<file path="src/cce_pkg.sv">
// cce package: widths, opcodes, states and message formats of the coherence engine
`default_nettype none

package cce_pkg;

  localparam int num_lce_gp            = 4;
  localparam int lce_id_width_gp       = 2;
  localparam int paddr_width_gp        = 10;
  localparam int block_offset_width_gp = 6;
  localparam int dir_sets_gp           = 16;
  localparam int data_width_gp         = 64;

  // one directory entry per block, index is the block number
  localparam int dir_idx_width_gp      = paddr_width_gp - block_offset_width_gp;

  typedef logic [lce_id_width_gp-1:0]  lce_id_t;
  typedef logic [paddr_width_gp-1:0]   paddr_t;
  typedef logic [dir_idx_width_gp-1:0] dir_idx_t;
  typedef logic [num_lce_gp-1:0]       sharers_t;
  typedef logic [data_width_gp-1:0]    data_t;

  // read shared or read exclusive
  typedef enum logic {
    e_req_rd = 1'b0,
    e_req_wr = 1'b1
  } lce_req_type_e;

  typedef enum logic [1:0] {
    e_cmd_inv    = 2'b00,
    e_cmd_data_s = 2'b01,
    e_cmd_data_e = 2'b10
  } lce_cmd_type_e;

  typedef enum logic [1:0] {
    e_dir_i = 2'b00,
    e_dir_s = 2'b01,
    e_dir_e = 2'b10
  } dir_state_e;

  typedef enum logic [2:0] {
    e_idle     = 3'd0,
    e_lookup   = 3'd1,
    e_inv      = 3'd2,
    e_mem_req  = 3'd3,
    e_mem_wait = 3'd4,
    e_reply    = 3'd5,
    e_update   = 3'd6
  } cce_state_e;

  typedef struct packed {
    lce_req_type_e req_type;
    lce_id_t       src_id;
    paddr_t        addr;
  } lce_req_s;

  typedef struct packed {
    lce_cmd_type_e cmd_type;
    lce_id_t       dst_id;
    paddr_t        addr;
    data_t         data;
  } lce_cmd_s;

  typedef struct packed {
    paddr_t addr;
  } mem_fwd_s;

  typedef struct packed {
    paddr_t addr;
    data_t  data;
  } mem_rev_s;

  typedef struct packed {
    dir_state_e state;
    sharers_t   sharers;
  } dir_entry_s;

endpackage

`default_nettype wire

</file>
<file path="src/cce_directory.sv">
// cce directory: full-map block state and sharer store with a registered read port
`default_nettype none
`timescale 1ns/1ps

module cce_directory
  (input  wire logic                 clk_i
   , input  wire logic               rst_n_i
   , input  wire logic               rd_en_i
   , input  cce_pkg::dir_idx_t       idx_i
   , input  wire logic               wr_en_i
   , input  cce_pkg::dir_entry_s     wr_entry_i
   , output cce_pkg::dir_entry_s     rd_entry_o
  );

  cce_pkg::dir_entry_s dir_mem_q [cce_pkg::dir_sets_gp];
  cce_pkg::dir_entry_s rd_entry_q;

  // every block starts invalid with no sharers
  always_ff @(posedge clk_i or negedge rst_n_i) begin
    if (!rst_n_i) begin
      for (int i = 0; i < cce_pkg::dir_sets_gp; i++) begin
        dir_mem_q[i].state   <= cce_pkg::e_dir_i;
        dir_mem_q[i].sharers <= '0;
      end
    end else if (wr_en_i) begin
      dir_mem_q[idx_i] <= wr_entry_i;
    end
  end

  // read data shows up one cycle after rd_en_i
  always_ff @(posedge clk_i) begin
    if (rd_en_i) begin
      rd_entry_q <= dir_mem_q[idx_i];
    end
  end

  assign rd_entry_o = rd_entry_q;

endmodule

`default_nettype wire

</file>
<file path="src/cce_egress.sv">
// cce egress: one-entry output registers for LCE commands and memory forward requests
`default_nettype none
`timescale 1ns/1ps

module cce_egress
  (input  wire logic               clk_i
   , input  wire logic             rst_n_i
   , input  cce_pkg::lce_cmd_s     cmd_i
   , input  wire logic             cmd_v_i
   , output logic                  cmd_ready_o
   , input  cce_pkg::mem_fwd_s     fwd_i
   , input  wire logic             fwd_v_i
   , output logic                  fwd_ready_o
   , output cce_pkg::lce_cmd_s     lce_cmd_o
   , output logic                  lce_cmd_v_o
   , input  wire logic             lce_cmd_ready_i
   , output cce_pkg::mem_fwd_s     mem_fwd_o
   , output logic                  mem_fwd_v_o
   , input  wire logic             mem_fwd_ready_i
  );

  cce_pkg::lce_cmd_s cmd_q;
  cce_pkg::mem_fwd_s fwd_q;
  logic              cmd_v_q;
  logic              fwd_v_q;

  // load when empty or when the held item leaves this cycle
  assign cmd_ready_o = ~cmd_v_q | lce_cmd_ready_i;
  assign fwd_ready_o = ~fwd_v_q | mem_fwd_ready_i;

  always_ff @(posedge clk_i or negedge rst_n_i) begin
    if (!rst_n_i) begin
      cmd_v_q <= 1'b0;
      fwd_v_q <= 1'b0;
    end else begin
      if (cmd_ready_o) cmd_v_q <= cmd_v_i;
      if (fwd_ready_o) fwd_v_q <= fwd_v_i;
    end
  end

  always_ff @(posedge clk_i) begin
    if (cmd_v_i && cmd_ready_o) begin
      cmd_q <= cmd_i;
    end
    if (fwd_v_i && fwd_ready_o) begin
      fwd_q <= fwd_i;
    end
  end

  assign lce_cmd_o   = cmd_q;
  assign lce_cmd_v_o = cmd_v_q;
  assign mem_fwd_o   = fwd_q;
  assign mem_fwd_v_o = fwd_v_q;

endmodule

`default_nettype wire

</file>
<file path="src/cce_fsm.sv">
// cce fsm: coherence engine that invalidates, fetches from memory, replies and updates the directory
`default_nettype none
`timescale 1ns/1ps

module cce_fsm
  (input  wire logic                 clk_i
   , input  wire logic               rst_n_i
   , input  cce_pkg::lce_req_s       req_i
   , input  wire logic               req_v_i
   , output logic                    req_ready_o
   , output logic                    dir_rd_en_o
   , output cce_pkg::dir_idx_t       dir_idx_o
   , output logic                    dir_wr_en_o
   , output cce_pkg::dir_entry_s     dir_entry_o
   , input  cce_pkg::dir_entry_s     dir_entry_i
   , output cce_pkg::lce_cmd_s       cmd_o
   , output logic                    cmd_v_o
   , input  wire logic               cmd_ready_i
   , output cce_pkg::mem_fwd_s       fwd_o
   , output logic                    fwd_v_o
   , input  wire logic               fwd_ready_i
   , input  cce_pkg::mem_rev_s       mem_rev_i
   , input  wire logic               mem_rev_v_i
   , output logic                    mem_rev_ready_o
  );

  // lowest set bit of the invalidation set
  function automatic cce_pkg::lce_id_t lowest_id(input cce_pkg::sharers_t vec);
    cce_pkg::lce_id_t id;
    id = '0;
    for (int i = cce_pkg::num_lce_gp - 1; i >= 0; i--) begin
      if (vec[i]) begin
        id = cce_pkg::lce_id_t'(i);
      end
    end
    return id;
  endfunction

  cce_pkg::cce_state_e state_q, state_n;
  cce_pkg::lce_req_s   req_q;
  cce_pkg::sharers_t   inv_q;
  cce_pkg::sharers_t   inv_rest;
  cce_pkg::sharers_t   inv_set;
  cce_pkg::sharers_t   req_bit;
  cce_pkg::dir_entry_s entry_q;
  cce_pkg::dir_entry_s next_entry;
  cce_pkg::data_t      data_q;
  cce_pkg::paddr_t     blk_addr;

  assign blk_addr = {req_q.addr[cce_pkg::paddr_width_gp-1:cce_pkg::block_offset_width_gp],
                     {cce_pkg::block_offset_width_gp{1'b0}}};
  assign inv_rest = inv_q & (inv_q - 1'b1);

  // coherence rules, evaluated while the directory entry is on dir_entry_i
  always_comb begin
    req_bit = '0;
    req_bit[req_q.src_id] = 1'b1;
    inv_set = '0;
    next_entry = dir_entry_i;
    if (req_q.req_type == cce_pkg::e_req_wr) begin
      inv_set = dir_entry_i.sharers & ~req_bit;
      next_entry.state   = cce_pkg::e_dir_e;
      next_entry.sharers = req_bit;
    end else begin
      case (dir_entry_i.state)
        cce_pkg::e_dir_e: begin
          // owner re-reading keeps its exclusive copy
          if ((dir_entry_i.sharers & req_bit) == '0) begin
            inv_set = dir_entry_i.sharers;
            next_entry.state   = cce_pkg::e_dir_s;
            next_entry.sharers = req_bit;
          end
        end
        cce_pkg::e_dir_s: begin
          next_entry.sharers = dir_entry_i.sharers | req_bit;
        end
        default: begin
          next_entry.state   = cce_pkg::e_dir_s;
          next_entry.sharers = req_bit;
        end
      endcase
    end
  end

  always_comb begin
    state_n = state_q;
    case (state_q)
      cce_pkg::e_idle:     if (req_v_i) state_n = cce_pkg::e_lookup;
      cce_pkg::e_lookup:   state_n = (inv_set != '0) ? cce_pkg::e_inv : cce_pkg::e_mem_req;
      cce_pkg::e_inv: begin
        if (cmd_ready_i && (inv_rest == '0)) begin
          state_n = cce_pkg::e_mem_req;
        end
      end
      cce_pkg::e_mem_req:  if (fwd_ready_i) state_n = cce_pkg::e_mem_wait;
      cce_pkg::e_mem_wait: if (mem_rev_v_i) state_n = cce_pkg::e_reply;
      cce_pkg::e_reply:    if (cmd_ready_i) state_n = cce_pkg::e_update;
      default:             state_n = cce_pkg::e_idle;
    endcase
  end

  always_ff @(posedge clk_i or negedge rst_n_i) begin
    if (!rst_n_i) begin
      state_q <= cce_pkg::e_idle;
      inv_q   <= '0;
    end else begin
      state_q <= state_n;
      if (state_q == cce_pkg::e_lookup) begin
        inv_q <= inv_set;
      end else if ((state_q == cce_pkg::e_inv) && cmd_ready_i) begin
        inv_q <= inv_rest;
      end
    end
  end

  always_ff @(posedge clk_i) begin
    if ((state_q == cce_pkg::e_idle) && req_v_i) begin
      req_q <= req_i;
    end
    if (state_q == cce_pkg::e_lookup) begin
      entry_q <= next_entry;
    end
    if ((state_q == cce_pkg::e_mem_wait) && mem_rev_v_i) begin
      data_q <= mem_rev_i.data;
    end
  end

  assign req_ready_o = (state_q == cce_pkg::e_idle);

  // lookup is issued on the accepting cycle, so index comes straight from req_i
  assign dir_rd_en_o = (state_q == cce_pkg::e_idle) & req_v_i;
  assign dir_idx_o   = (state_q == cce_pkg::e_idle)
                     ? req_i.addr[cce_pkg::paddr_width_gp-1:cce_pkg::block_offset_width_gp]
                     : req_q.addr[cce_pkg::paddr_width_gp-1:cce_pkg::block_offset_width_gp];
  assign dir_wr_en_o = (state_q == cce_pkg::e_update);
  assign dir_entry_o = entry_q;

  assign cmd_v_o = (state_q == cce_pkg::e_inv) | (state_q == cce_pkg::e_reply);
  always_comb begin
    cmd_o.addr = blk_addr;
    if (state_q == cce_pkg::e_inv) begin
      cmd_o.cmd_type = cce_pkg::e_cmd_inv;
      cmd_o.dst_id   = lowest_id(inv_q);
      cmd_o.data     = '0;
    end else begin
      cmd_o.cmd_type = (req_q.req_type == cce_pkg::e_req_wr) ? cce_pkg::e_cmd_data_e
                                                              : cce_pkg::e_cmd_data_s;
      cmd_o.dst_id   = req_q.src_id;
      cmd_o.data     = data_q;
    end
  end

  assign fwd_v_o         = (state_q == cce_pkg::e_mem_req);
  assign fwd_o.addr      = blk_addr;
  assign mem_rev_ready_o = (state_q == cce_pkg::e_mem_wait);

endmodule

`default_nettype wire

</file>
<file path="src/cce_req_ingress.sv">
// cce request ingress: two-entry skid buffer between the LCE request channel and the engine
`default_nettype none
`timescale 1ns/1ps

module cce_req_ingress
  (input  wire logic               clk_i
   , input  wire logic             rst_n_i
   , input  cce_pkg::lce_req_s     lce_req_i
   , input  wire logic             lce_req_v_i
   , output logic                  lce_req_ready_o
   , output cce_pkg::lce_req_s     req_o
   , output logic                  req_v_o
   , input  wire logic             req_ready_i
  );

  cce_pkg::lce_req_s slot0_q;
  cce_pkg::lce_req_s slot1_q;
  logic [1:0]        cnt_q;
  logic [1:0]        cnt_n;
  logic              ready_q;
  logic              push;
  logic              pop;

  assign push = lce_req_v_i & ready_q;
  assign pop  = req_v_o & req_ready_i;
  assign cnt_n = cnt_q + {1'b0, push} - {1'b0, pop};

  // head of the buffer is always slot0
  assign req_o           = slot0_q;
  assign req_v_o         = (cnt_q != 2'd0);
  assign lce_req_ready_o = ready_q;

  // ready comes from a flop, low while in reset
  always_ff @(posedge clk_i or negedge rst_n_i) begin
    if (!rst_n_i) begin
      cnt_q   <= 2'd0;
      ready_q <= 1'b0;
    end else begin
      cnt_q   <= cnt_n;
      ready_q <= (cnt_n != 2'd2);
    end
  end

  always_ff @(posedge clk_i) begin
    if (pop) begin
      slot0_q <= (cnt_q == 2'd2) ? slot1_q : lce_req_i;
      slot1_q <= lce_req_i;
    end else if (push) begin
      if (cnt_q == 2'd0) begin
        slot0_q <= lce_req_i;
      end else begin
        slot1_q <= lce_req_i;
      end
    end
  end

endmodule

`default_nettype wire

</file>
<file path="src/cce_top.sv">
// cce top level: request ingress, coherence fsm, directory and output registers
`default_nettype none
`timescale 1ns/1ps

module cce_top
  (input  wire logic               clk_i
   , input  wire logic             rst_n_i
   , input  cce_pkg::lce_req_s     lce_req_i
   , input  wire logic             lce_req_v_i
   , output logic                  lce_req_ready_o
   , output cce_pkg::lce_cmd_s     lce_cmd_o
   , output logic                  lce_cmd_v_o
   , input  wire logic             lce_cmd_ready_i
   , output cce_pkg::mem_fwd_s     mem_fwd_o
   , output logic                  mem_fwd_v_o
   , input  wire logic             mem_fwd_ready_i
   , input  cce_pkg::mem_rev_s     mem_rev_i
   , input  wire logic             mem_rev_v_i
   , output logic                  mem_rev_ready_o
  );

  cce_pkg::lce_req_s   req;
  logic                req_v;
  logic                req_ready;
  logic                dir_rd_en;
  cce_pkg::dir_idx_t   dir_idx;
  logic                dir_wr_en;
  cce_pkg::dir_entry_s dir_wr_entry;
  cce_pkg::dir_entry_s dir_rd_entry;
  cce_pkg::lce_cmd_s   cmd;
  logic                cmd_v;
  logic                cmd_ready;
  cce_pkg::mem_fwd_s   fwd;
  logic                fwd_v;
  logic                fwd_ready;

  cce_req_ingress ingress_i
    (.clk_i           (clk_i)
     , .rst_n_i         (rst_n_i)
     , .lce_req_i       (lce_req_i)
     , .lce_req_v_i     (lce_req_v_i)
     , .lce_req_ready_o (lce_req_ready_o)
     , .req_o           (req)
     , .req_v_o         (req_v)
     , .req_ready_i     (req_ready)
    );

  cce_fsm fsm_i
    (.clk_i             (clk_i)
     , .rst_n_i         (rst_n_i)
     , .req_i           (req)
     , .req_v_i         (req_v)
     , .req_ready_o     (req_ready)
     , .dir_rd_en_o     (dir_rd_en)
     , .dir_idx_o       (dir_idx)
     , .dir_wr_en_o     (dir_wr_en)
     , .dir_entry_o     (dir_wr_entry)
     , .dir_entry_i     (dir_rd_entry)
     , .cmd_o           (cmd)
     , .cmd_v_o         (cmd_v)
     , .cmd_ready_i     (cmd_ready)
     , .fwd_o           (fwd)
     , .fwd_v_o         (fwd_v)
     , .fwd_ready_i     (fwd_ready)
     , .mem_rev_i       (mem_rev_i)
     , .mem_rev_v_i     (mem_rev_v_i)
     , .mem_rev_ready_o (mem_rev_ready_o)
    );

  cce_directory dir_i
    (.clk_i        (clk_i)
     , .rst_n_i    (rst_n_i)
     , .rd_en_i    (dir_rd_en)
     , .idx_i      (dir_idx)
     , .wr_en_i    (dir_wr_en)
     , .wr_entry_i (dir_wr_entry)
     , .rd_entry_o (dir_rd_entry)
    );

  cce_egress egress_i
    (.clk_i             (clk_i)
     , .rst_n_i         (rst_n_i)
     , .cmd_i           (cmd)
     , .cmd_v_i         (cmd_v)
     , .cmd_ready_o     (cmd_ready)
     , .fwd_i           (fwd)
     , .fwd_v_i         (fwd_v)
     , .fwd_ready_o     (fwd_ready)
     , .lce_cmd_o       (lce_cmd_o)
     , .lce_cmd_v_o     (lce_cmd_v_o)
     , .lce_cmd_ready_i (lce_cmd_ready_i)
     , .mem_fwd_o       (mem_fwd_o)
     , .mem_fwd_v_o     (mem_fwd_v_o)
     , .mem_fwd_ready_i (mem_fwd_ready_i)
    );

endmodule

`default_nettype wire

</file>
<file path="config.mk">
export PLATFORM = sky130hd
export DESIGN_NAME = cce_top
export DESIGN_NICKNAME = d
export VERILOG_FILES = /design/src/cce_pkg.sv /design/src/cce_directory.sv /design/src/cce_egress.sv /design/src/cce_fsm.sv /design/src/cce_req_ingress.sv /design/src/cce_top.sv
export SDC_FILE = /design/constraint.sdc
export NUM_CORES = 1
export LEC_CHECK = 0
export BUFFER_PORTS_ARGS = -buffer_cell sky130_fd_sc_hd__buf_2
export CELL_PAD_IN_SITES_DETAIL_PLACEMENT = 0
export CELL_PAD_IN_SITES_GLOBAL_PLACEMENT = 2
export CORE_ASPECT_RATIO = 0.7
export CORE_MARGIN = 5
export CORE_UTILIZATION = 30
export DETAILED_ROUTE_END_ITERATION = 16
export MAX_ROUTING_LAYER = met4
export PLACE_DENSITY_LB_ADDON = 0.1
export SETUP_SLACK_MARGIN = 0.05
export SLEW_MARGIN = 25
export SYNTH_ARGS = -nofsm -noshare
export SYNTH_HDL_FRONTEND = slang
export SYNTH_SLANG_ARGS = --single-unit
</file>
<file path="constraint.sdc">
create_clock -name clk_i -period 15.3 [get_ports clk_i]
set_input_delay 3.06 -clock clk_i [delete_from_list [all_inputs] [get_ports clk_i]]
set_output_delay 3.06 -clock clk_i [all_outputs]
set_load 0.01 [all_outputs]
</file>
Word-level counts from Yosys, hierarchy flattened
Cells that the tools add are included.
{"block": "op_classes", "order_cmp": 4, "shift": 0, "div_mod_pow": 0, "n_bitwise": 13, "reduce_logical": 20, "addsub": 3, "n_eq_ne": 16, "multipliers": 0, "n_mux": 38}
{"cell": "$bwmux W96", "count": 1}
{"cell": "$mux W13", "count": 7}
{"cell": "$mux W4", "count": 7}
{"cell": "$bmux W6 S4", "count": 1}
{"cell": "$demux W6 S4", "count": 1}
{"cell": "$mux W6", "count": 4}
{"cell": "$pmux W3 S6", "count": 1}
{"cell": "$mux W3", "count": 5}
{"cell": "$and A4 B4 Y4", "count": 3}
{"cell": "$mux W2", "count": 6}
{"cell": "$eq A3 B3 Y1 const B", "count": 3}
{"cell": "$logic_and A1 B1 Y1", "count": 8}
{"cell": "$logic_not A4 Y1", "count": 2}
{"cell": "$ne A2 B1 Y1 const B", "count": 4}
{"cell": "$pmux W4 S2", "count": 1}
{"cell": "$reduce_bool A2 Y1", "count": 4}
{"cell": "$eq A3 B2 Y1 const B", "count": 2}
{"cell": "$ne A2 B2 Y1 const B", "count": 3}
{"cell": "$ge A5 B5 Y1 const B", "count": 1}
{"cell": "$lt A5 B1 Y1 const B", "count": 1}
{"cell": "$not A4 Y5", "count": 1}
{"cell": "$reduce_and A5 Y1", "count": 1}
{"cell": "$eq A2 B2 Y1 const B", "count": 2}
{"cell": "$not A4 Y4", "count": 1}
{"cell": "other kinds (18)", "count": 24}
{"block": "totals", "ram_bits": 0, "input_bits": 93, "latchBits": 0, "word_cells": 151, "romBits": 0, "out_inout_bits": 92, "register_bits": 299, "memories": 0}

Depth between registers and ports, before layout
{"block": "depth", "ltp_word": 12, "ltp_mapped": 10, "depth_no_buf": 9}

Cells and area by module
A second synthesis with hierarchy kept.
{"block": "unflattened", "cells_unflattened": 724, "hier_area_um2": 12246.7}
{"mod": "cce_directory", "cells_per_inst": 286, "area_each_um2": 4558.1, "instances": 1, "seq_area_each_um2": 2582.5}
{"mod": "cce_fsm", "cells_per_inst": 279, "area_each_um2": 3734.8, "instances": 1, "seq_area_each_um2": 2487.4}
{"mod": "cce_egress", "cells_per_inst": 96, "area_each_um2": 2750.1, "instances": 1, "seq_area_each_um2": 2692.6}
{"mod": "cce_req_ingress", "cells_per_inst": 63, "area_each_um2": 1203.7, "instances": 1, "seq_area_each_um2": 855.8}

Worst setup path after synthesis
OpenSTA, ideal clock, no wires.
{"block": "synth_timing", "kind": "input-to-reg", "startpoint": "input lce_cmd_ready_i", "endpoint": "register egress_i.cmd_q (netlist bit egress_i.lce_cmd_o[0]) (enable)", "setup_ns": 0.612, "stages": 2, "t_required_ns": 14.688, "path_buffers": 0, "setup_slack_ns": 6.213, "t_arrival_ns": 8.475, "cell_sequence": "nand2b_1 > a21boi_0"}
{"block": "synth_between", "elab_chain_cells": 2}
{"element": "from (decl)", "line": "cce_top.sv:13", "text": ", input wire logic lce_cmd_ready_i"}
{"element": "$or A1 B1 Y1", "line": "cce_egress.sv:28", "text": "assign cmd_ready_o = ~cmd_v_q | lce_cmd_ready_i;"}
{"element": "$logic_and A1 B1 Y1", "line": "cce_egress.sv:42", "text": "if (cmd_v_i && cmd_ready_o) begin"}
{"element": "to (signal assigned)", "line": "cce_egress.sv:43", "text": "cmd_q <= cmd_i;"}
{"element": "to (decl)", "line": "cce_egress.sv:22", "text": "cce_pkg::lce_cmd_s cmd_q;"}
Every way passes these cells.
A chain may end at the register's enable or synchronous reset.

Final worst setup path
{"block": "layout_timing", "startpoint": "register fsm_i.state_q[2]", "endpoint": "output mem_rev_ready_o"}
{"block": "layout_between", "elab_chain_cells": 1}
{"element": "from (decl)", "line": "cce_fsm.sv:39", "text": "cce_pkg::cce_state_e state_q, state_n;"}
{"element": "from (signal assigned)", "line": "cce_fsm.sv:104", "text": "state_q <= cce_pkg::e_idle;"}
{"element": "from (signal assigned)", "line": "cce_fsm.sv:107", "text": "state_q <= state_n;"}
{"element": "$eq A3 B3 Y1", "line": "cce_fsm.sv:155", "text": "assign mem_rev_ready_o = (state_q == cce_pkg::e_mem_wait);"}
{"element": "to (decl)", "line": "cce_top.sv:19", "text": ", output logic mem_rev_ready_o"}
Every way passes these cells.

==> flow_summary.ini <==
[synthesis]
synth-main-ff-cell = edfxtp_1
synth_area_per_cell_um2 = 16.7
ys_types = 53
yosys.area_share.simple_pct = 8.10
yosysSeqAreaShare_pct = 65.8
yosys_register_bits = 281
synth_xor_area_share_pct = 0.146
synth-compound-area-share_pct = 2.54
async_flop_share_pct = 38.4
syn_inst = 717
synthAdderAreaFrac_pct = 0.501
muxShareOfSynthArea_pct = 20.6
synth_area_um2 = 12000
synth_top_family_by_area = multiplexers
yosysWarningCount = 0
synth_edf_count = 173

[power]
power_density_nw_per_um2 = 191
finalPower_mw = 2.75
vdd_drop_max_v = 0.0000882
p_leak_nw = 5.77

[critical_path]
required_ns = 12.24
path_cells = inv_1 > nor3_1 > buf_2
cpPeakStageDelay_ns = 0.58
reg2reg_setup_slack_ns = 11.96
crit_type = flop to output pin
cp_slowest_cell = dfrtp_1
worst-path-max-fanout = 12
crit_arrival_ns = 1.92
crit_buf_inv = 2
worst_setup_path_end_kind = output pin
cp-start-kind = flop
path_delay_family = flip-flops

[layout]
syn_to_final_growth_pct = 20.2
final_common_cell = edfxtp_1
layout_common_cells = edfxtp_1 (173), buf_2 (155), dfrtp_1 (108)
fin_nets = 975
layout-drive-gt1-share_pct = 44.6
diodes = 0
stdcell_area_um2 = 14400
fin_util_pct = 36.4
nFillCells = 3727

[sta]
setup_tns_ns = 0
fin_crit_sh_pct = 32.6
period_minus_slack_ns = 4.98
finalSetupViolations = 0
final_hold_viol_count = 0
fin_worst_skew_ns = 0.0138
whs_ns = 0.452
rsz0062_at_grt = false
slew_headroom_pct = 37.1
worst_pin_slew_ns = 0.941
timing.final.max_slew_violations = 0
max_freq_mhz = 201

[cts]
clkTransAtPathRegs_ns = 0.06
cts_buffer_depth = 3
cts_tree = done
root_buffer = clkbuf_16
hold_buffers = 0
clock_sinks = 281
cts_resized = 0
htreeDepth = 1
post-cts-setup-buffers = 0
clk_latency_ns = 0.57
numCtsBuffers = 30

[floorplanning]
coreArea_um2 = 39600
initial_utilization_pct = 30.3
io_pins = 185
dieArea_um2 = 44200
die_x_um = 249
row_count = 61
die_h_um = 177

[placement]
place_area_um2 = 13300
gp_congestion = 0.782
dp_hpwl_um = 21600
port-buffer-count = 156

[global_route]
grt_pass1_vias = 7224
grt.overflow.total = 0
antenna_found_initial = 0
grt_max_degree = 71
grt_pass1_wl_um = 47300
grt_usage_pct = 14.5

[detailed_routing]
drc = 0
dr.pass1.iters = 5
routedWlPerCell_um = 21.9
viasPerCell = 4.70
routed_wl_um = 31500
drt_iter0_markers = 347
ant_nets = 0
via_count = 6759

[outcome]
status = finished clean

[job]
max-cap-violations = 0

[worst_hold_path]
worstHoldPathType = flop to flop
==> power breakdown <==
group	leakage (nW)	internal (mW)	switching [mW]
Combinational	2.19	0.307	0.425
Sequential	3.06	1.06	0.154
Clock	0.526	0.487	0.315
Total	5.77	1.86	0.894
==> layer usage <==
| metal | part of all wire [%] | GRT usage (%) | vias to the layer above |
|---|---|---|---|
| met3 | 4.0 | 2.62 | 42 |
| li1 | - | - | 3038 |
| met1 | 45 | 18.9 | 3564 |
| met4 | 1.7 | 2.97 | 0 |
| met2 | 50 | 24.1 | 115 |
| met5 | 0 | - | - |
==> cell usage after synthesis, types with 7 or more instances <==
library cell	number	share of area, %
mux2i_1	7	0.58
buf_2	8	0.33
clkbuf_1	24	0.75
and2_1	65	3.4
mux2_2	105	9.9
edfxtp_1	173	43
inv_1	8	0.25
nor3_1	10	0.42
nand3b_1	7	0.44
nand3_1	11	0.46
nor2_1	18	0.56
mux4_2	53	9.9
o22ai_1	12	0.63
nand2_1	19	0.59
buf_4	13	0.81
dfrtp_1	108	23
==> cell type report <==
| type | instances | area [um^2] | area share, % |
|---|---|---|---|
| flip-flops and latches | 281 | 7900 | 54.7 |
| multi-input cells | 392 | 3880 | 26.9 |
| repair buffers | 165 | 851 | 5.90 |
| clock buffers | 31 | 776 | 5.38 |
| well taps | 535 | 669 | 4.64 |
| clock inverters | 25 | 318 | 2.20 |
| inverters | 8 | 30.0 | 0.208 |
==> worst paths after layout <==
check                                              start                                   end  cells past startpoint
max                         fsm_i.state_q[2]$_DFFE_PN0P_                       mem_rev_ready_o                      3
min                        ingress_i.req_o[11]$_DFFE_PP_             fsm_i.req_q[11]$_DFFE_PP_                      0
max reg2reg                 fsm_i.state_q[1]$_DFFE_PN0P_  egress_i.lce_cmd_o[38]$_SDFFCE_PP0P_                      4
min reg2reg                ingress_i.req_o[11]$_DFFE_PP_             fsm_i.req_q[11]$_DFFE_PP_                      0
max in group asynchronous                        rst_n_i       dir_i.dir_mem_q[15]$_DFFE_PN0P_                      2
min in group asynchronous                        rst_n_i       dir_i.dir_mem_q[27]$_DFFE_PN0P_                      1
==> stage by stage <==
stage / cells / worst slack, ns
floorplan: 728 / 6.21
global placement: 1381 / 10.04
detailed placement: 1381 / 10.0
CTS: 1437 / 10.30
global route: 1437 / 10.12
finish: 1437 / 10.32
==> sequential cells by signal, summed over array words and instances (netlist names) <==
register                   cells
dir_i.dir_mem_q               96
dir_i.rd_entry_o               6
egress_i.lce_cmd_o            72
egress_i.lce_cmd_v_o           1
egress_i.mem_fwd_o             4
egress_i.mem_fwd_v_o           1
fsm_i.cmd_o                    4
fsm_i.data_q                  64
fsm_i.dir_entry_o              6
fsm_i.inv_q                    4
fsm_i.req_q                    3
fsm_i.state_q                  3
ingress_i.cnt_q                2
ingress_i.lce_req_ready_o      1
ingress_i.req_o                7
ingress_i.slot1_q              7
==> worst register-to-register path: stages, from the launching register on <==
cell	delay, ns
dfrtp_1	0.61
or3b_2	0.48
buf_4	0.30
a21boi_4	0.84
buf_4	0.69
==> cell families after synthesis <==
logic type | count (synthesis)
flip-flops | 281
multiplexers | 166
AND/OR/NAND/NOR | 163
buffers and inverters | 55
AO/OA/AOI/OAI | 44
adder cells (fa/ha/maj) | 5
XOR/XNOR | 2
other | 1
Note: power is estimated with default switching activity, not from simulation.
